$ cat src/verilog/acc_dispatch_pkg.sv
// Shared widths and encodings; queue pointer widths assume INSN_QUEUE_DEPTH >= 2
package acc_dispatch_pkg;

  // Operand and result width
  localparam int unsigned XLEN = 32;

  // Transaction IDs cover every scoreboard entry
  localparam int unsigned TRANS_ID_W = 3;
  localparam int unsigned NR_SB_ENTRIES = 8;

  // Instruction queue sizing
  localparam int unsigned INSN_QUEUE_DEPTH = 3;
  localparam int unsigned QUEUE_PTR_W = $clog2(INSN_QUEUE_DEPTH);
  // Usage must also represent a full queue
  localparam int unsigned QUEUE_CNT_W = $clog2(INSN_QUEUE_DEPTH + 1);

  // Load/store counters wrap silently past 7 in flight
  localparam int unsigned ORDER_CNT_W = 3;

  typedef logic [TRANS_ID_W-1:0] trans_id_t;
  typedef logic [XLEN-1:0] xlen_t;
  typedef logic [31:0] insn_t;

  // Functional unit of the issued instruction
  typedef enum logic [2:0] {
    FU_NONE  = 3'd0,
    FU_LOAD  = 3'd1,
    FU_STORE = 3'd2,
    FU_ACCEL = 3'd3,
    FU_ALU   = 3'd4
  } fu_e;

  // Memory class of an accelerator operation
  typedef enum logic [1:0] {
    ACC_OP_OTHER = 2'd0,
    ACC_OP_LOAD  = 2'd1,
    ACC_OP_STORE = 2'd2
  } acc_op_e;

endpackage

$ cat src/verilog/acc_issue_decode.sv
// Stall is combinational from issue inputs; issue_op_q_o is only meaningful while acc_valid_ex_o
module acc_issue_decode import acc_dispatch_pkg::*; (
  input  logic    clk_i,
  input  logic    rst_n_i,
  input  logic    issue_hs_i,
  input  fu_e     issue_fu_i,
  input  acc_op_e issue_op_i,
  input  logic    issue_ex_valid_i,
  input  logic    flush_unissued_i,
  input  logic    acc_cons_en_i,
  input  logic    queue_ready_i,
  input  logic    no_ld_pending_i,
  input  logic    no_st_pending_i,
  output logic    acc_valid_ex_o,
  output acc_op_e issue_op_q_o,
  output logic    issue_load_o,
  output logic    issue_store_o,
  output logic    issue_stall_o
);

  logic    acc_issue;
  logic    acc_valid_q;
  acc_op_e issue_op_q;

  // Accelerator instruction leaves issue without a prior exception
  assign acc_issue = issue_hs_i && (issue_fu_i == FU_ACCEL) && !issue_ex_valid_i &&
                     !flush_unissued_i;

  // Memory class seen by the load/store counters in the issue cycle
  assign issue_load_o  = acc_issue && (issue_op_i == ACC_OP_LOAD);
  assign issue_store_o = acc_issue && (issue_op_i == ACC_OP_STORE);

  // Execute strobe one cycle after issue
  always_ff @(posedge clk_i) begin
    if (!rst_n_i) begin
      acc_valid_q <= 1'b0;
    end else begin
      acc_valid_q <= acc_issue;
    end
  end

  // Op travels alongside the execute strobe into the queue
  always_ff @(posedge clk_i) begin
    if (acc_issue) begin
      issue_op_q <= issue_op_i;
    end
  end

  assign acc_valid_ex_o = acc_valid_q;
  assign issue_op_q_o   = issue_op_q;

  always_comb begin
    case (issue_fu_i)
      // Queue cannot take another entry
      FU_ACCEL: issue_stall_o = !queue_ready_i;
      // Scalar load waits behind accelerator stores
      FU_LOAD:  issue_stall_o = acc_cons_en_i && !no_st_pending_i;
      // Scalar store waits behind any accelerator memory op
      FU_STORE: issue_stall_o = acc_cons_en_i && (!no_st_pending_i || !no_ld_pending_i);
      default:  issue_stall_o = 1'b0;
    endcase
  end

endmodule

$ cat src/verilog/acc_insn_queue.sv
// Push while full and pop while empty are ignored; flush takes priority over a same-cycle push
module acc_insn_queue import acc_dispatch_pkg::*; (
  input  logic      clk_i,
  input  logic      rst_n_i,
  input  logic      flush_i,
  input  logic      push_i,
  input  insn_t     insn_i,
  input  xlen_t     rs1_i,
  input  xlen_t     rs2_i,
  input  trans_id_t trans_id_i,
  input  acc_op_e   op_i,
  input  logic      pop_i,
  output insn_t     head_insn_o,
  output xlen_t     head_rs1_o,
  output xlen_t     head_rs2_o,
  output trans_id_t head_trans_id_o,
  output acc_op_e   head_op_o,
  output logic      empty_o,
  output logic      ready_o
);

  insn_t     insn_mem [INSN_QUEUE_DEPTH];
  xlen_t     rs1_mem  [INSN_QUEUE_DEPTH];
  xlen_t     rs2_mem  [INSN_QUEUE_DEPTH];
  trans_id_t id_mem   [INSN_QUEUE_DEPTH];
  acc_op_e   op_mem   [INSN_QUEUE_DEPTH];

  logic [QUEUE_PTR_W-1:0] wr_ptr_q;
  logic [QUEUE_PTR_W-1:0] rd_ptr_q;
  logic [QUEUE_CNT_W-1:0] usage_q;
  logic                   do_push;
  logic                   do_pop;

  assign empty_o = (usage_q == '0);
  // Keep one slot spare for the instruction already in execute
  assign ready_o = (usage_q < QUEUE_CNT_W'(INSN_QUEUE_DEPTH - 1));

  assign do_push = push_i && (usage_q != QUEUE_CNT_W'(INSN_QUEUE_DEPTH));
  assign do_pop  = pop_i && !empty_o;

  // Pointers and usage
  always_ff @(posedge clk_i) begin
    if (!rst_n_i || flush_i) begin
      wr_ptr_q <= '0;
      rd_ptr_q <= '0;
      usage_q  <= '0;
    end else begin
      if (do_push) begin
        // Wrap at depth, which need not be a power of two
        wr_ptr_q <= (wr_ptr_q == QUEUE_PTR_W'(INSN_QUEUE_DEPTH - 1)) ? '0 : wr_ptr_q + 1'b1;
      end
      if (do_pop) begin
        rd_ptr_q <= (rd_ptr_q == QUEUE_PTR_W'(INSN_QUEUE_DEPTH - 1)) ? '0 : rd_ptr_q + 1'b1;
      end
      if (do_push && !do_pop) begin
        usage_q <= usage_q + 1'b1;
      end else if (do_pop && !do_push) begin
        usage_q <= usage_q - 1'b1;
      end
    end
  end

  // Entry storage
  always_ff @(posedge clk_i) begin
    if (do_push) begin
      insn_mem[wr_ptr_q] <= insn_i;
      rs1_mem[wr_ptr_q]  <= rs1_i;
      rs2_mem[wr_ptr_q]  <= rs2_i;
      id_mem[wr_ptr_q]   <= trans_id_i;
      op_mem[wr_ptr_q]   <= op_i;
    end
  end

  // Head read straight from storage
  assign head_insn_o     = insn_mem[rd_ptr_q];
  assign head_rs1_o      = rs1_mem[rd_ptr_q];
  assign head_rs2_o      = rs2_mem[rd_ptr_q];
  assign head_trans_id_o = id_mem[rd_ptr_q];
  assign head_op_o       = op_mem[rd_ptr_q];

endmodule

$ cat src/verilog/acc_spec_tracker.sv
// Flush clears pending IDs only; IDs already committed stay ready until their request is taken
module acc_spec_tracker import acc_dispatch_pkg::*; (
  input  logic      clk_i,
  input  logic      rst_n_i,
  input  logic      flush_i,
  input  logic      push_i,
  input  trans_id_t push_trans_id_i,
  input  logic      commit_head_accel_i,
  input  logic      commit_head_done_i,
  input  trans_id_t commit_head_trans_id_i,
  input  trans_id_t head_trans_id_i,
  input  logic      req_fire_i,
  input  trans_id_t req_trans_id_i,
  output logic      head_nonspec_o
);

  logic [NR_SB_ENTRIES-1:0] pending_q;
  logic [NR_SB_ENTRIES-1:0] pending_d;
  logic [NR_SB_ENTRIES-1:0] ready_q;
  logic [NR_SB_ENTRIES-1:0] ready_d;
  logic                     commit_ev;
  logic                     commit_hit;

  // Accelerator instruction sits at the window head and has not retired yet
  assign commit_ev  = commit_head_accel_i && !commit_head_done_i;
  // Only IDs the dispatcher actually holds become non-speculative
  assign commit_hit = commit_ev && pending_q[commit_head_trans_id_i];

  always_comb begin
    pending_d = pending_q;
    ready_d   = ready_q;
    // New instruction entering the queue
    if (push_i) begin
      pending_d[push_trans_id_i] = 1'b1;
    end
    // Speculative work is discarded
    if (flush_i) begin
      pending_d = '0;
    end
    // Pending to ready on commit
    if (commit_hit) begin
      pending_d[commit_head_trans_id_i] = 1'b0;
      ready_d[commit_head_trans_id_i]   = 1'b1;
    end
    // Accelerator took the request
    if (req_fire_i) begin
      ready_d[req_trans_id_i] = 1'b0;
    end
  end

  always_ff @(posedge clk_i) begin
    if (!rst_n_i) begin
      pending_q <= '0;
      ready_q   <= '0;
    end else begin
      pending_q <= pending_d;
      ready_q   <= ready_d;
    end
  end

  // Same-cycle commit of the head ID counts too
  assign head_nonspec_o = ready_q[head_trans_id_i] ||
                          (commit_hit && (commit_head_trans_id_i == head_trans_id_i));

endmodule

$ cat src/verilog/acc_req_stage.sv
// One-entry register; an empty stage passes the offer through, a full one blocks new offers
module acc_req_stage import acc_dispatch_pkg::*; (
  input  logic      clk_i,
  input  logic      rst_n_i,
  input  logic      queue_empty_i,
  input  logic      head_nonspec_i,
  input  insn_t     head_insn_i,
  input  xlen_t     head_rs1_i,
  input  xlen_t     head_rs2_i,
  input  trans_id_t head_trans_id_i,
  input  logic      acc_req_ready_i,
  output logic      pop_o,
  output logic      acc_req_valid_o,
  output insn_t     acc_req_insn_o,
  output xlen_t     acc_req_rs1_o,
  output xlen_t     acc_req_rs2_o,
  output trans_id_t acc_req_trans_id_o
);

  logic      offer;
  logic      full_q;
  insn_t     insn_q;
  xlen_t     rs1_q;
  xlen_t     rs2_q;
  trans_id_t trans_id_q;

  // Head may only leave once non-speculative
  assign offer = !queue_empty_i && head_nonspec_i;
  assign pop_o = offer && !full_q;

  // Held request has priority over the queue head
  assign acc_req_valid_o    = full_q || offer;
  assign acc_req_insn_o     = full_q ? insn_q : head_insn_i;
  assign acc_req_rs1_o      = full_q ? rs1_q : head_rs1_i;
  assign acc_req_rs2_o      = full_q ? rs2_q : head_rs2_i;
  assign acc_req_trans_id_o = full_q ? trans_id_q : head_trans_id_i;

  always_ff @(posedge clk_i) begin
    if (!rst_n_i) begin
      full_q <= 1'b0;
    end else if (full_q) begin
      full_q <= !acc_req_ready_i;
    end else begin
      // Park the popped head while the accelerator is busy
      full_q <= offer && !acc_req_ready_i;
    end
  end

  always_ff @(posedge clk_i) begin
    if (pop_o && !acc_req_ready_i) begin
      insn_q     <= head_insn_i;
      rs1_q      <= head_rs1_i;
      rs2_q      <= head_rs2_i;
      trans_id_q <= head_trans_id_i;
    end
  end

endmodule

$ cat src/verilog/acc_order_tracker.sv
// Counters wrap without overflow detection; flush clears only the speculative counts
module acc_order_tracker import acc_dispatch_pkg::*; (
  input  logic    clk_i,
  input  logic    rst_n_i,
  input  logic    flush_i,
  input  logic    issue_load_i,
  input  logic    issue_store_i,
  input  logic    pop_i,
  input  acc_op_e head_op_i,
  input  logic    load_complete_i,
  input  logic    store_complete_i,
  input  logic    commit_st_barrier_i,
  input  logic    store_pending_i,
  output logic    no_ld_pending_o,
  output logic    no_st_pending_o,
  output logic    ctrl_halt_o
);

  logic [ORDER_CNT_W-1:0] spec_ld_q;
  logic [ORDER_CNT_W-1:0] spec_st_q;
  logic [ORDER_CNT_W-1:0] disp_ld_q;
  logic [ORDER_CNT_W-1:0] disp_st_q;
  logic                   pop_ld;
  logic                   pop_st;
  logic                   halt_q;
  logic                   halt_d;

  // Up/down step shared by all four counters
  function automatic logic [ORDER_CNT_W-1:0] cnt_step(input logic [ORDER_CNT_W-1:0] cnt,
                                                      input logic up,
                                                      input logic down);
    logic [ORDER_CNT_W-1:0] nxt;
    nxt = cnt;
    if (up && !down) begin
      nxt = cnt + 1'b1;
    end else if (down && !up) begin
      nxt = cnt - 1'b1;
    end
    return nxt;
  endfunction

  // Load or store accepted by the request stage
  assign pop_ld = pop_i && (head_op_i == ACC_OP_LOAD);
  assign pop_st = pop_i && (head_op_i == ACC_OP_STORE);

  // Speculative counts, still flushable
  always_ff @(posedge clk_i) begin
    if (!rst_n_i || flush_i) begin
      spec_ld_q <= '0;
      spec_st_q <= '0;
    end else begin
      spec_ld_q <= cnt_step(spec_ld_q, issue_load_i, pop_ld);
      spec_st_q <= cnt_step(spec_st_q, issue_store_i, pop_st);
    end
  end

  // Dispatched counts, retired only by the accelerator
  always_ff @(posedge clk_i) begin
    if (!rst_n_i) begin
      disp_ld_q <= '0;
      disp_st_q <= '0;
    end else begin
      disp_ld_q <= cnt_step(disp_ld_q, pop_ld, load_complete_i);
      disp_st_q <= cnt_step(disp_st_q, pop_st, store_complete_i);
    end
  end

  assign no_ld_pending_o = (spec_ld_q == '0) && (disp_ld_q == '0);
  assign no_st_pending_o = (spec_st_q == '0) && (disp_st_q == '0);

  // Barrier sets halt, released once the accelerator drains its stores
  assign halt_d = (halt_q || commit_st_barrier_i) && store_pending_i;

  always_ff @(posedge clk_i) begin
    if (!rst_n_i) begin
      halt_q <= 1'b0;
    end else begin
      halt_q <= halt_d;
    end
  end

  assign ctrl_halt_o = halt_q;

endmodule

$ cat src/verilog/acc_dispatcher.sv
// Single commit port; operands must be valid in the cycle acc_valid_ex_o is high
module acc_dispatcher import acc_dispatch_pkg::*; (
  input  logic      clk_i,
  input  logic      rst_n_i,
  // Issue stage
  input  logic      issue_hs_i,
  input  fu_e       issue_fu_i,
  input  acc_op_e   issue_op_i,
  input  logic      issue_ex_valid_i,
  input  logic      flush_unissued_i,
  input  logic      flush_ex_i,
  input  logic      acc_cons_en_i,
  output logic      issue_stall_o,
  // Execute stage payload
  input  insn_t     insn_i,
  input  xlen_t     operand_a_i,
  input  xlen_t     operand_b_i,
  input  trans_id_t trans_id_i,
  output logic      acc_valid_ex_o,
  // Commit window head
  input  logic      commit_head_accel_i,
  input  logic      commit_head_done_i,
  input  trans_id_t commit_head_trans_id_i,
  input  logic      commit_st_barrier_i,
  output logic      ctrl_halt_o,
  // Accelerator request
  output logic      acc_req_valid_o,
  input  logic      acc_req_ready_i,
  output insn_t     acc_req_insn_o,
  output xlen_t     acc_req_rs1_o,
  output xlen_t     acc_req_rs2_o,
  output trans_id_t acc_req_trans_id_o,
  // Accelerator response
  input  logic      acc_resp_valid_i,
  input  xlen_t     acc_resp_result_i,
  input  trans_id_t acc_resp_trans_id_i,
  input  logic      acc_resp_error_i,
  input  logic      acc_store_pending_i,
  input  logic      acc_load_complete_i,
  input  logic      acc_store_complete_i,
  // Writeback to the core
  output logic      acc_valid_o,
  output xlen_t     acc_result_o,
  output trans_id_t acc_trans_id_o,
  output logic      acc_exception_valid_o
);

  acc_op_e   issue_op_q;
  logic      issue_load;
  logic      issue_store;
  logic      no_ld_pending;
  logic      no_st_pending;
  logic      queue_ready;
  logic      queue_empty;
  logic      queue_pop;
  insn_t     head_insn;
  xlen_t     head_rs1;
  xlen_t     head_rs2;
  trans_id_t head_trans_id;
  acc_op_e   head_op;
  logic      head_nonspec;
  logic      req_fire;

  // Response goes back to the core untouched
  assign acc_valid_o           = acc_resp_valid_i;
  assign acc_result_o          = acc_resp_result_i;
  assign acc_trans_id_o        = acc_resp_trans_id_i;
  assign acc_exception_valid_o = acc_resp_error_i;

  assign req_fire = acc_req_valid_o && acc_req_ready_i;

  acc_issue_decode u_decode (
    .clk_i            (clk_i),
    .rst_n_i          (rst_n_i),
    .issue_hs_i       (issue_hs_i),
    .issue_fu_i       (issue_fu_i),
    .issue_op_i       (issue_op_i),
    .issue_ex_valid_i (issue_ex_valid_i),
    .flush_unissued_i (flush_unissued_i),
    .acc_cons_en_i    (acc_cons_en_i),
    .queue_ready_i    (queue_ready),
    .no_ld_pending_i  (no_ld_pending),
    .no_st_pending_i  (no_st_pending),
    .acc_valid_ex_o   (acc_valid_ex_o),
    .issue_op_q_o     (issue_op_q),
    .issue_load_o     (issue_load),
    .issue_store_o    (issue_store),
    .issue_stall_o    (issue_stall_o)
  );

  // Execute strobe doubles as the queue push
  acc_insn_queue u_queue (
    .clk_i           (clk_i),
    .rst_n_i         (rst_n_i),
    .flush_i         (flush_ex_i),
    .push_i          (acc_valid_ex_o),
    .insn_i          (insn_i),
    .rs1_i           (operand_a_i),
    .rs2_i           (operand_b_i),
    .trans_id_i      (trans_id_i),
    .op_i            (issue_op_q),
    .pop_i           (queue_pop),
    .head_insn_o     (head_insn),
    .head_rs1_o      (head_rs1),
    .head_rs2_o      (head_rs2),
    .head_trans_id_o (head_trans_id),
    .head_op_o       (head_op),
    .empty_o         (queue_empty),
    .ready_o         (queue_ready)
  );

  acc_spec_tracker u_spec (
    .clk_i                  (clk_i),
    .rst_n_i                (rst_n_i),
    .flush_i                (flush_ex_i),
    .push_i                 (acc_valid_ex_o),
    .push_trans_id_i        (trans_id_i),
    .commit_head_accel_i    (commit_head_accel_i),
    .commit_head_done_i     (commit_head_done_i),
    .commit_head_trans_id_i (commit_head_trans_id_i),
    .head_trans_id_i        (head_trans_id),
    .req_fire_i             (req_fire),
    .req_trans_id_i         (acc_req_trans_id_o),
    .head_nonspec_o         (head_nonspec)
  );

  acc_req_stage u_req (
    .clk_i              (clk_i),
    .rst_n_i            (rst_n_i),
    .queue_empty_i      (queue_empty),
    .head_nonspec_i     (head_nonspec),
    .head_insn_i        (head_insn),
    .head_rs1_i         (head_rs1),
    .head_rs2_i         (head_rs2),
    .head_trans_id_i    (head_trans_id),
    .acc_req_ready_i    (acc_req_ready_i),
    .pop_o              (queue_pop),
    .acc_req_valid_o    (acc_req_valid_o),
    .acc_req_insn_o     (acc_req_insn_o),
    .acc_req_rs1_o      (acc_req_rs1_o),
    .acc_req_rs2_o      (acc_req_rs2_o),
    .acc_req_trans_id_o (acc_req_trans_id_o)
  );

  // Pop marks the point a load or store becomes dispatched
  acc_order_tracker u_order (
    .clk_i               (clk_i),
    .rst_n_i             (rst_n_i),
    .flush_i             (flush_ex_i),
    .issue_load_i        (issue_load),
    .issue_store_i       (issue_store),
    .pop_i               (queue_pop),
    .head_op_i           (head_op),
    .load_complete_i     (acc_load_complete_i),
    .store_complete_i    (acc_store_complete_i),
    .commit_st_barrier_i (commit_st_barrier_i),
    .store_pending_i     (acc_store_pending_i),
    .no_ld_pending_o     (no_ld_pending),
    .no_st_pending_o     (no_st_pending),
    .ctrl_halt_o         (ctrl_halt_o)
  );

endmodule

$ cat config.mk
export PLATFORM = sky130hd
export DESIGN_NAME = acc_dispatcher
export DESIGN_NICKNAME = d
export VERILOG_FILES = /design/src/verilog/acc_dispatch_pkg.sv /design/src/verilog/acc_issue_decode.sv /design/src/verilog/acc_insn_queue.sv /design/src/verilog/acc_spec_tracker.sv /design/src/verilog/acc_req_stage.sv /design/src/verilog/acc_order_tracker.sv /design/src/verilog/acc_dispatcher.sv
export SDC_FILE = /design/constraint.sdc
export NUM_CORES = 1
export LEC_CHECK = 0
export ABC_AREA = 1
export BUFFER_PORTS_ARGS = -buffer_cell sky130_fd_sc_hd__buf_4
export CAP_MARGIN = 20
export CORE_MARGIN = 5
export CORE_UTILIZATION = 56
export DETAILED_ROUTE_END_ITERATION = 8
export GPL_TIMING_DRIVEN = 0
export PLACE_DENSITY = 0.89
export SYNTH_ARGS = -nofsm -noshare
export SYNTH_HDL_FRONTEND = slang
export SYNTH_SLANG_ARGS = --single-unit
$ cat constraint.sdc
create_clock -name clk_i -period 10.4 [get_ports clk_i]
set_input_delay 0 -clock clk_i [delete_from_list [all_inputs] [get_ports clk_i]]
set_output_delay 0 -clock clk_i [all_outputs]
set_load 0.005 [all_outputs]
* Word level (Yosys, flattened, before mapping)
Memories as Yosys holds them, arrays and structs flattened. A register that Yosys moved wholly into a read port is not among the register bits. Index checks and enable logic that the tools add are counted.
Word-level totals: flip-flop bits (word level) 138, bits in latches 0, bits in writable memories 303, bits in read-only memories 0, input port bits 158, memories kept 5
Memory list:
- u_queue.insn_mem | depth 3, bits a word 32, read ports 1, clocked after memory_dff 1, wr ports 1, line acc_insn_queue.sv:22 | insn_t insn_mem [INSN_QUEUE_DEPTH];
- u_queue.rs1_mem | depth 3, bits a word 32, read ports 1, clocked after memory_dff 1, wr ports 1, line acc_insn_queue.sv:23 | xlen_t rs1_mem [INSN_QUEUE_DEPTH];
- u_queue.rs2_mem | depth 3, bits a word 32, read ports 1, clocked after memory_dff 1, wr ports 1, line acc_insn_queue.sv:24 | xlen_t rs2_mem [INSN_QUEUE_DEPTH];
- u_queue.id_mem | depth 3, bits a word 3, read ports 1, clocked after memory_dff 1, wr ports 1, line acc_insn_queue.sv:25 | trans_id_t id_mem [INSN_QUEUE_DEPTH];
- u_queue.op_mem | depth 3, bits a word 2, read ports 1, clocked after memory_dff 1, wr ports 1, line acc_insn_queue.sv:26 | acc_op_e op_mem [INSN_QUEUE_DEPTH];
Operators by class: add/subtract/negate cells 12, $mul 0, divide/modulo/power cells 0, magnitude comparators 8, equal/unequal tests 11, shifts and indexed selects 0, mux-type cells 45, bitwise operators 6, reduce and logical (&&, ||, !) cells 68
Operator list (number):
- 2-to-1 mux 32 bit | 3
- 2-to-1 mux 8 bit | 5
- logical AND 1 bit | 35
- 2-to-1 mux 2 bit | 14
- 2-to-1 mux 3 bit | 9
- logical NOT 1 bit | 18
- AND 8 bit | 2
- less-than comparator 3 x 4 -> 1 bit (second input constant) | 4
- inverter 8 bit | 2
- OR 8 bit | 2
- adder 3 x 1 -> 3 bit (second input constant) | 4
- logical NOT 3 bit | 4
- subtractor 3 x 1 -> 3 bit (second input constant) | 4
- nonzero test 2 bit | 5
- demux 1 bit (select 3 bit) | 3
- >= comparator 3 x 1 -> 1 bit (second input constant) | 3
- == test 2 bit (second input constant) | 4
- 2-to-1 mux 1 bit | 8
- adder 2 x 1 -> 2 bit (second input constant) | 3
- binary-select mux 1 bit (select 3 bit) | 2
- == test 3 x 2 -> 1 bit (second input constant) | 2
- logical OR 1 bit | 5
- == test 2 x 1 -> 1 bit (second input constant) | 2
- == test 3 x 1 -> 1 bit (second input constant) | 1
- other kinds (6) | 6

* Depth between registers and ports, before layout
Gate-level depths: netlist of the first run.
depth after elaboration 12, gate-level depth with buffers 21, gate-level depth less buffers 20

* Hierarchy
Synthesis of the first run repeated with hierarchy kept, for this count alone.
Second synthesis, totals: cell total of the unflattened synthesis 1558, area, all modules 18171.2 um2
Modules (own cells, without submodules):
- acc_insn_queue | instances 1, cells each 803, area each 11539.8 um2, seq. area each 9258.9 um2
- acc_req_stage | instances 1, cells each 429, area each 4312.9 um2, seq. area each 2992.9 um2
- acc_spec_tracker | instances 1, cells each 157, area each 1077.3 um2, seq. area each 320.3 um2
- acc_order_tracker | instances 1, cells each 105, area each 777.0 um2, seq. area each 260.2 um2
- acc_dispatcher | instances 1, cells each 39, area each 285.3 um2, seq. area each 0.0 um2
- acc_issue_decode | instances 1, cells each 25, area each 178.9 um2, seq. area each 80.1 um2

* Least setup slack after synthesis of the first run
No wires, ideal clock.
path kind reg-to-reg, start register u_queue.usage_q[0], end memory u_queue.id_mem[1][0] (netlist bit) (enable), setup time 0.687 ns, arrival 7.465 ns, required time 9.713 ns, slack 2.248 ns, cell stages (with the launch flop) 4, period minus slack after synthesis 8.152 ns, cell sequence dfxtp_1 inv_1 o21ai_0 nor3_1
Between the ends: cells in the longest elaborated chain, start to end 4
Ends and longest elaborated chain:
- from (decl) | line acc_insn_queue.sv:30 | logic [QUEUE_CNT_W-1:0] usage_q;
- from (signal assigned) | line acc_insn_queue.sv:56 | usage_q <= usage_q + 1'b1;
- from (signal assigned) | line acc_insn_queue.sv:58 | usage_q <= usage_q - 1'b1;
- inequality test 2 bit | line acc_insn_queue.sv:38 | assign do_push = push_i && (usage_q != QUEUE_CNT_W'(INSN_QUEUE_DEPTH));
- logical AND 1 bit | line acc_insn_queue.sv:38
- 2-to-1 mux 1 bit | line acc_insn_queue.sv:65 | if (do_push) begin
- 2-to-1 mux 1 bit (implied by the code) | line acc_insn_queue.sv:69 | id_mem[wr_ptr_q] <= trans_id_i;
- to (decl) | line acc_insn_queue.sv:25
No other way between the ends.

==> impl_metrics.py, run 1 <==
metrics = {
    "floorplanning": {
        "die_width_um": 188,
        "die_h_um": 188,
        "num_rows": 65,
        "io_pins": 298,
        "start_util": 0.566,
        "core_area_um2": 31500,
        "die_area_um2": 35500,
    },
    "final_layout": {
        "utilization": 0.739,
        "drive_above_1_share": 0.207,
        "multiInputGateArea_um2": 4070,
        "syn2layout_area_growth_pct": 30.6,
        "nFillCells": 1857,
        "layout.nets": 2154,
        "register_area_um2": 12900,
    },
    "setup_path": {
        "worst-path-buf-inv": 6,
        "arrival_ns": 3.72,
        "cp_common_cell": "o21ai_0",
        "cp-endpoint": "u_order.disp_st_q[2]",
        "rr_endpoint": "u_order.disp_st_q[2]",
        "required_ns": 10.81,
        "critPathMaxStageDelay_ns": 0.46,
        "critPathCaptureType": "register",
        "cp_cell_sequence": "buf_4 > inv_2 > buf_2 > buf_2 > o211ai_1 > o21ai_0 > inv_1 > nor3_2 > ha_1 > inv_1 > fa_1 > a21oi_1 > o21ai_0 > o21ai_0 > a21oi_1",
        "critical_path.slowest_cell": "fa_1",
        "path_depth": 15,
        "critPathLaunchType": "register",
        "rrSetupSlack_ns": 7.09,
        "critPathKind": "register to register",
        "reg2reg_depth": 15,
        "critPathTopFamily": "buffers and inverters",
        "crit_fanout": 10,
    },
    "route": {
        "wl_per_cell_um": 20.3,
        "route.detailed.drc": 0,
        "drt_first_pass_iters": 7,
        "via_count": 13672,
        "ant_nets": 0,
        "routed_wl_mm": 49.3,
        "first_iter_violations": 1357,
        "viasPerCell": 5.64,
    },
    "global_route": {
        "grt_max_degree": 34,
        "grt_pass1_wl_mm": 74.9,
        "grt_usage": 0.267,
        "antenna_found_initial": 2,
        "grt_pass1_vias": 13906,
        "overflow": 0,
    },
    "synth": {
        "avgSynthCellArea_um2": 11.6,
        "yosys_warnings": 0,
        "synth_top_area_cell": "edfxtp_1",
        "syn_area_um2": 17800,
        "synth-seq-cells": 443,
        "synthTopCellsByArea": "edfxtp_1 68%, nand2_1 9.6%, a21oi_1 6.2%",
        "synth_nets": 1706,
        "synth.distinct_cells": 33,
        "ys_seq_area_frac": 0.725,
        "synth_top_area_frac": 0.681,
        "netlist_instances": 1539,
    },
    "clock_network": {
        "cts-root-buf": "clkbuf_16",
        "cts_tree": "built",
        "clk_pin_slew_ns": 0.06,
        "cts.sinks": 443,
        "post-cts-setup-buffers": 0,
        "clk_latency_ns": 0.53,
        "cts_buffer_depth": 3,
        "htree_levels": 2,
        "cts_buffers": 44,
    },
    "hold_path": {
        "holdCritPathClass": "primary input to register",
    },
    "timing": {
        "fin_crit_sh": 0.319,
        "rsz0062_at_grt": "false",
        "layout_setup_ws_ns": 7.09,
        "worst_pin_slew_ns": 0.845,
        "finClkSkew_ns": 0.0118,
        "slew_headroom": 0.433,
        "fin_tns_setup_ns": 0,
        "fin_hold_ws_ns": 0.0285,
        "min_period_ns": 3.31,
        "fmax_ghz": 0.302,
        "final-hold-violation-count": 0,
        "drv_slew": 0,
        "setup_violations": 0,
    },
    "flow_run": {
        "max_cap_viol_count": 0,
    },
    "place": {
        "pre_cts_ws_ns": 7.12,
        "gp_congestion": 0.828,
        "port_buffers": 258,
        "hpwl_mm": 30.8,
    },
    "pwr": {
        "power.leakage_nw": 9.31,
        "vdd_drop_max_v": 0.000139,
        "power_density_nw_per_um2": 157,
    },
    "status": {
        "status": "completed",
    },
}
## power by group
part	total, mW	leakage [nW]	internal, mW	switching [mW]
logic	0.144	4.68	0.0860	0.0580
registers	1.94	3.95	1.94	0.00283
clock network	1.56	0.682	0.913	0.643
## routing by layer
metal	global-route usage	wire, µm	vias up
li1	-	-	6139
met1	0.331	18000	6537
met2	0.477	25500	881
met3	0.0465	4410	115
met4	0.0874	1420	0
met5	0	0	-
## worst min-delay path: stages
cell and delay [ns]:
buf_4 0.11, nand2_1 0.11, a21oi_4 0.07, nand4_1 0.10, o211ai_1 0.09, inv_1 0.05
## cells in the mapped netlist, drive strengths merged
cell and number:
nand2 463, edfxtp 404, a21oi 221, nor2 130
inv 74, buf 69, clkbuf 39, dfxtp 39
nand3 29, o21ai 28, o211ai 10, nand4 8
nor3 7, ha 5, or2 5, fa 4
xor2 2, and3 1, and3b 1
## cells by family (layout without fill, tap and decap cells)
kind of cell	count (synthesis)	in the layout	share of synthesized area
fa+ha+maj	9	9	0.00801
other cells	0	3	0
simple gates	644	644	0.143
buf+inv	182	664	0.0480
compound gates	259	259	0.0750
flops	443	443	0.725
xor+xnor	2	2	0.000983
## final cells by class
type / count / area share
flip-flops and latches: 443 / 0.555
clock inverters: 20 / 0.00925
diodes: 3 / 0.000323
inverters: 74 / 0.0119
repair buffers: 402 / 0.150
clock buffers: 60 / 0.0517
multi-input cells: 914 / 0.175
well taps: 402 / 0.0216
plain buffers: 108 / 0.0248
## registers in the layout (all words and copies together), names as in the netlist, 2 cells and up, named ones only
| signal | cells |
|---|---|
| u_order.disp_st_q | 3 |
| u_queue.rs2_mem | 96 |
| u_queue.id_mem | 9 |
| u_queue.usage_q | 2 |
| u_req.rs1_q | 32 |
| u_order.spec_ld_q | 3 |
| u_decode.issue_op_q_o | 2 |
| u_spec.ready_q | 8 |
| u_queue.insn_mem | 96 |
| u_queue.rs1_mem | 96 |
| u_queue.op_mem | 6 |
| u_order.spec_st_q | 3 |
| u_queue.wr_ptr_q | 2 |
| u_req.insn_q | 32 |
| u_order.disp_ld_q | 3 |
| u_queue.rd_ptr_q | 2 |
| u_req.rs2_q | 32 |
| u_spec.pending_q | 8 |
| u_req.trans_id_q | 3 |
## worst min-delay path by stage
stage	startpoint	to	slack (ns)	depth (start not counted)
detailed placement	acc_resp_trans_id_i[1]	acc_trans_id_o[1]	0.17	2
global placement	acc_resp_result_i[2]	acc_result_o[2]	0.17	2
CTS	commit_head_accel_i	u_spec.pending_q[1]	0.0006	6
finish	commit_head_accel_i	u_spec.pending_q[1]	0.03	6
floorplan	acc_resp_error_i	acc_exception_valid_o	0.08	1
global route	commit_head_accel_i	u_spec.pending_q[1]	0.06	6
## cell usage in the layout (no fill, tap or decap), types with 2 or more instances in the layout
master | Yosys | routed
nor2_1 | 129 | 127
bufinv_16 | 0 | 4
fa_1 | 4 | 4
buf_1 | 18 | 18
nor3_1 | 6 | 4
clkbuf_16 | 0 | 46
buf_2 | 11 | 11
buf_12 | 0 | 5
or2_4 | 2 | 2
nand2_1 | 457 | 457
or2_2 | 2 | 2
clkinv_2 | 0 | 4
buf_16 | 0 | 2
clkinv_1 | 0 | 7
nand2_2 | 4 | 4
o21ai_0 | 26 | 26
a21oi_1 | 220 | 220
dfxtp_1 | 39 | 39
o211ai_1 | 10 | 10
buf_4 | 38 | 297
nor2_4 | 0 | 2
diode_2 | 0 | 3
ha_1 | 5 | 5
nor3_2 | 1 | 3
nand2_4 | 2 | 2
inv_1 | 70 | 70
xor2_1 | 2 | 2
nand4_1 | 8 | 8
buf_6 | 2 | 21
clkinvlp_4 | 0 | 2
clkbuf_1 | 39 | 53
nand3_1 | 28 | 28
edfxtp_1 | 404 | 404
dlygate4sd3_1 | 0 | 116
inv_2 | 4 | 4
## per-stage QoR
| step | area [µm²] | total power [mW] | cells |
|---|---|---|---|
| final | 23300 | 3.64 | 2426 |
| after global routing | 23300 | 3.75 | 2425 |
| after CTS | 23300 | 3.65 | 2423 |
| after detailed placement | 20700 | 2.08 | 2227 |
| after global placement | 20300 | 2.08 | 2199 |
| after floorplan | 17800 | 2.01 | 1539 |
## timing repair
action | in CTS | in global routing
hold buffers | 116 | 0
hold endpoints to repair | 336 | 0
gates resized for setup | 0 | 0
setup endpoints to repair | 0 | 0
No activity file was read; power rests on OpenSTA's default activity.
==> run 2: changes to the inputs <==
ABC_AREA = 0   (was 1)
CORE_UTILIZATION = 51   (was 56)
PLACE_DENSITY = 0.86   (was 0.89)
clock period = 3.04 ns   (was 10.4 ns; I/O delays follow)
==> run 2 against run 1 <==
- combinational power increased to 3.5 times the previous value
- worst hold slack better by 0.054 ns
- the run now ends with setup timing left
- cell count is 13% lower
- highest routed layer unchanged
- final area up 1.8%
- clock skew increased by 0.0087 ns
- power rose to 3.4 times the previous value
- die area rose by 8.9%
- register-to-register slack got worse by 7.4 ns
- worst setup slack lost 7.4 ns
- count of clock-buffer cells in the layout fell by 4
- sequential share of layout area shrank 0.96 points
- core utilization is 5.2 points lower
==> impl_metrics.py, run 2 <==
metrics = {
    "timing": {
        "setup_violations": 7,
        "min_period_ns": 3.34,
        "worst_pin_slew_ns": 0.949,
        "slew_headroom": 0.367,
        "layout_setup_ws_ns": -0.304,
        "rsz0062_at_grt": "true",
        "fmax_ghz": 0.299,
        "finClkSkew_ns": 0.0206,
        "final-hold-violation-count": 0,
        "fin_crit_sh": 1.10,
        "drv_slew": 0,
    },
    "synth": {
        "synth-seq-cells": 443,
        "synth_nets": 1314,
        "netlist_instances": 1147,
        "synth_top_area_frac": 0.684,
        "ys_async_sr_fraction": 0,
        "synthTopCellsByCount": "404 x edfxtp_1, 123 x nand2_1, 115 x o21ai_0",
        "synthTopCellsByArea": "edfxtp_1 68%, mux2_2 6.3%, mux2i_1 6.1%",
        "yosys_warnings": 0,
        "synth_top_area_cell": "edfxtp_1",
        "avgSynthCellArea_um2": 15.5,
        "ys_seq_area_frac": 0.728,
        "syn_area_um2": 17700,
        "synth.distinct_cells": 47,
        "post-synth-top-count-cell": "edfxtp_1",
        "synth-edff-count": 404,
        "synth-main-ff-cell": "edfxtp_1",
    },
    "final_layout": {
        "largestRegisters": "u_queue.insn_mem: 96 flops, u_queue.rs1_mem: 96 flops, u_queue.rs2_mem: 96 flops",
        "syn2layout_area_growth_pct": 33.4,
        "fin_cells": 2106,
        "layout_commonest_cell": "edfxtp_1",
        "layout.nets": 1780,
        "layout_common_cells": "404 x edfxtp_1, 314 x buf_4, 121 x nand2_1",
        "drive_above_1_share": 0.339,
    },
    "route": {
        "viasPerCell": 5.43,
        "first_iter_violations": 754,
        "wl_per_cell_um": 21.3,
        "drt_first_pass_iters": 6,
        "via_count": 11439,
        "ant_nets": 0,
        "routed_wl_mm": 44.8,
        "route.detailed.drc": 0,
    },
    "pwr": {
        "power_density_nw_per_um2": 525,
        "power.leakage_nw": 8.27,
        "seqPwrFrac": 0.535,
        "vdd_drop_max_v": 0.000478,
        "pwr-share-comb": 0.040,
        "intPower_mw": 9.95,
        "swShare": 0.199,
        "p_switching_mw": 2.47,
        "pwr-share-clk": 0.425,
    },
    "floorplanning": {
        "core_area_um2": 34500,
        "die_h_um": 197,
        "io_pins": 298,
        "num_rows": 68,
        "start_util": 0.515,
        "die_width_um": 197,
        "die_area_um2": 38600,
    },
    "clock_network": {
        "cts_buffer_depth": 3,
        "cts.sinks": 443,
        "htree_levels": 2,
        "clk_pin_slew_ns": 0.06,
        "cts_tree": "built",
        "cts-root-buf": "clkbuf_16",
        "cts_buffers": 45,
        "clk_latency_ns": 0.56,
    },
    "global_route": {
        "grt_pass1_wl_mm": 67.7,
        "overflow": 0,
        "grt_max_degree": 19,
        "antenna_found_initial": 4,
        "grt_usage": 0.224,
        "grt_pass1_vias": 11992,
    },
    "setup_path": {
        "crit_fanout": 6,
        "critPathMaxStageDelay_ns": 0.38,
        "critPathKind": "register to register",
        "arrival_ns": 3.83,
        "critical_path.slowest_cell": "or3_4",
        "cp_common_cell": "or3_1",
        "critPathCaptureType": "register",
        "worst-path-buf-inv": 4,
        "critPathTopFamily": "simple AND/OR/NAND/NOR gates",
        "required_ns": 3.53,
        "cp_cell_sequence": "buf_12 > mux2i_1 > o21a_2 > xnor2_1 > nor3_1 > a22oi_2 > or3_1 > buf_6 > buf_4 > or3_4 > ha_4 > inv_2 > fa_2 > xor2_1 > or3_1 > a21oi_2",
        "critPathLaunchType": "register",
    },
    "place": {
        "pre_cts_ws_ns": -1.03,
        "port_buffers": 259,
        "hpwl_mm": 28.0,
        "dp_cells": 1889,
        "gp_congestion": 0.828,
    },
    "flow_run": {
        "max_cap_viol_count": 0,
    },
    "hold_path": {
        "holdCritPathClass": "primary input to register",
    },
    "status": {
        "violations": "setup timing",
        "status": "finished with violations",
    },
}
-- run 2: cell types whose count changed after synthesis, sizes merged, moves of 57 or more --
cell and delta:
nand2 -340, nor2 -105, mux2 +100, inv -57, mux2i +108, a21oi -197
o21ai +89
-- run 2: path summary, 6_finish.rpt --
path / start / end / slack, ns / cells past startpoint
setup reg to reg: register / u_order.spec_st_q[2] / -0.30 / 16
setup / recovery: register / u_order.spec_st_q[2] / -0.30 / 16
hold reg to reg: u_decode.issue_op_q_o[0] / u_queue.op_mem[2][0] / 0.48 / 0
hold / removal: commit_head_trans_id_i[2] / u_spec.pending_q[6] / 0.08 / 5
-- run 2: through the flow --
stage	TNS (ns)	cell area (µm²)	util	hold slack [ns]	total power [mW]
after floorplan	-331.72	17900	-	0.0311	6.89
after global placement	-1143.67	20400	0.591	0.168	7.11
after detailed placement	-10.92	20800	0.605	0.167	7.13
after CTS	-0.672	23600	0.684	0.0417	12.4
after global routing	-2.41	23700	0.687	0.105	12.8
final	-1.29	23700	0.687	0.0823	12.4
-- run 2: layout make-up --
type                       instances  area, µm²
antenna                            4       10.0
clock buffer                      56       1220
buffer                            89        534
multi-input combinational        598       4510
timing repair buffer             419       3680
inverter                          17       63.8
tap                              455        569
sequential                       443      12900
fill                            2118      10800
clock inverter                    25        173
-- run 2: cells by family after synthesis --
family	share of synthesized area
muxes	0.127
buffers and inverters	0.0307
and+or+nand+nor	0.0515
adders and majority gates	0.00804
xor gates and xnor gates	0.00592
DFF	0.728
AOI/OAI and AO/OA	0.0493
-- run 2: power groups by stage --
stage          clock (mW)  sequential (mW)  combinational (mW)
2_1_floorplan           0             6.77               0.118
3_3_place_gp            0             6.77               0.334
3_5_place_dp            0             6.77               0.354
4_1_cts              5.32             6.64               0.480
5_1_grt              5.61             6.64               0.531
6_report             5.28             6.64               0.499
-- run 2: tightest hold or removal path: stages --
cell and delay, ns:
buf_4 0.13, clkbuf_1 0.20, nand3_1 0.14, a21oi_1 0.06
nor2_1 0.07
-- run 2: what timing repair did --
item	4_1_cts	5_1_grt
hold buffers	114	0
endpoints found under the setup margin	163	46
pin swaps	18	5
buffers inserted	12	6
hold endpoints to repair	352	0
resized for setup	34	9
-- run 2: layer usage --
layer | wire [µm] | vias to the layer above | global-route usage | part of all wire
li1 | - | 5218 | - | -
met1 | 17100 | 5653 | 0.275 | 0.38
met2 | 23700 | 486 | 0.407 | 0.53
met3 | 2850 | 82 | 0.0342 | 0.064
met4 | 1170 | 0 | 0.0727 | 0.026
met5 | 0 | - | 0 | 0
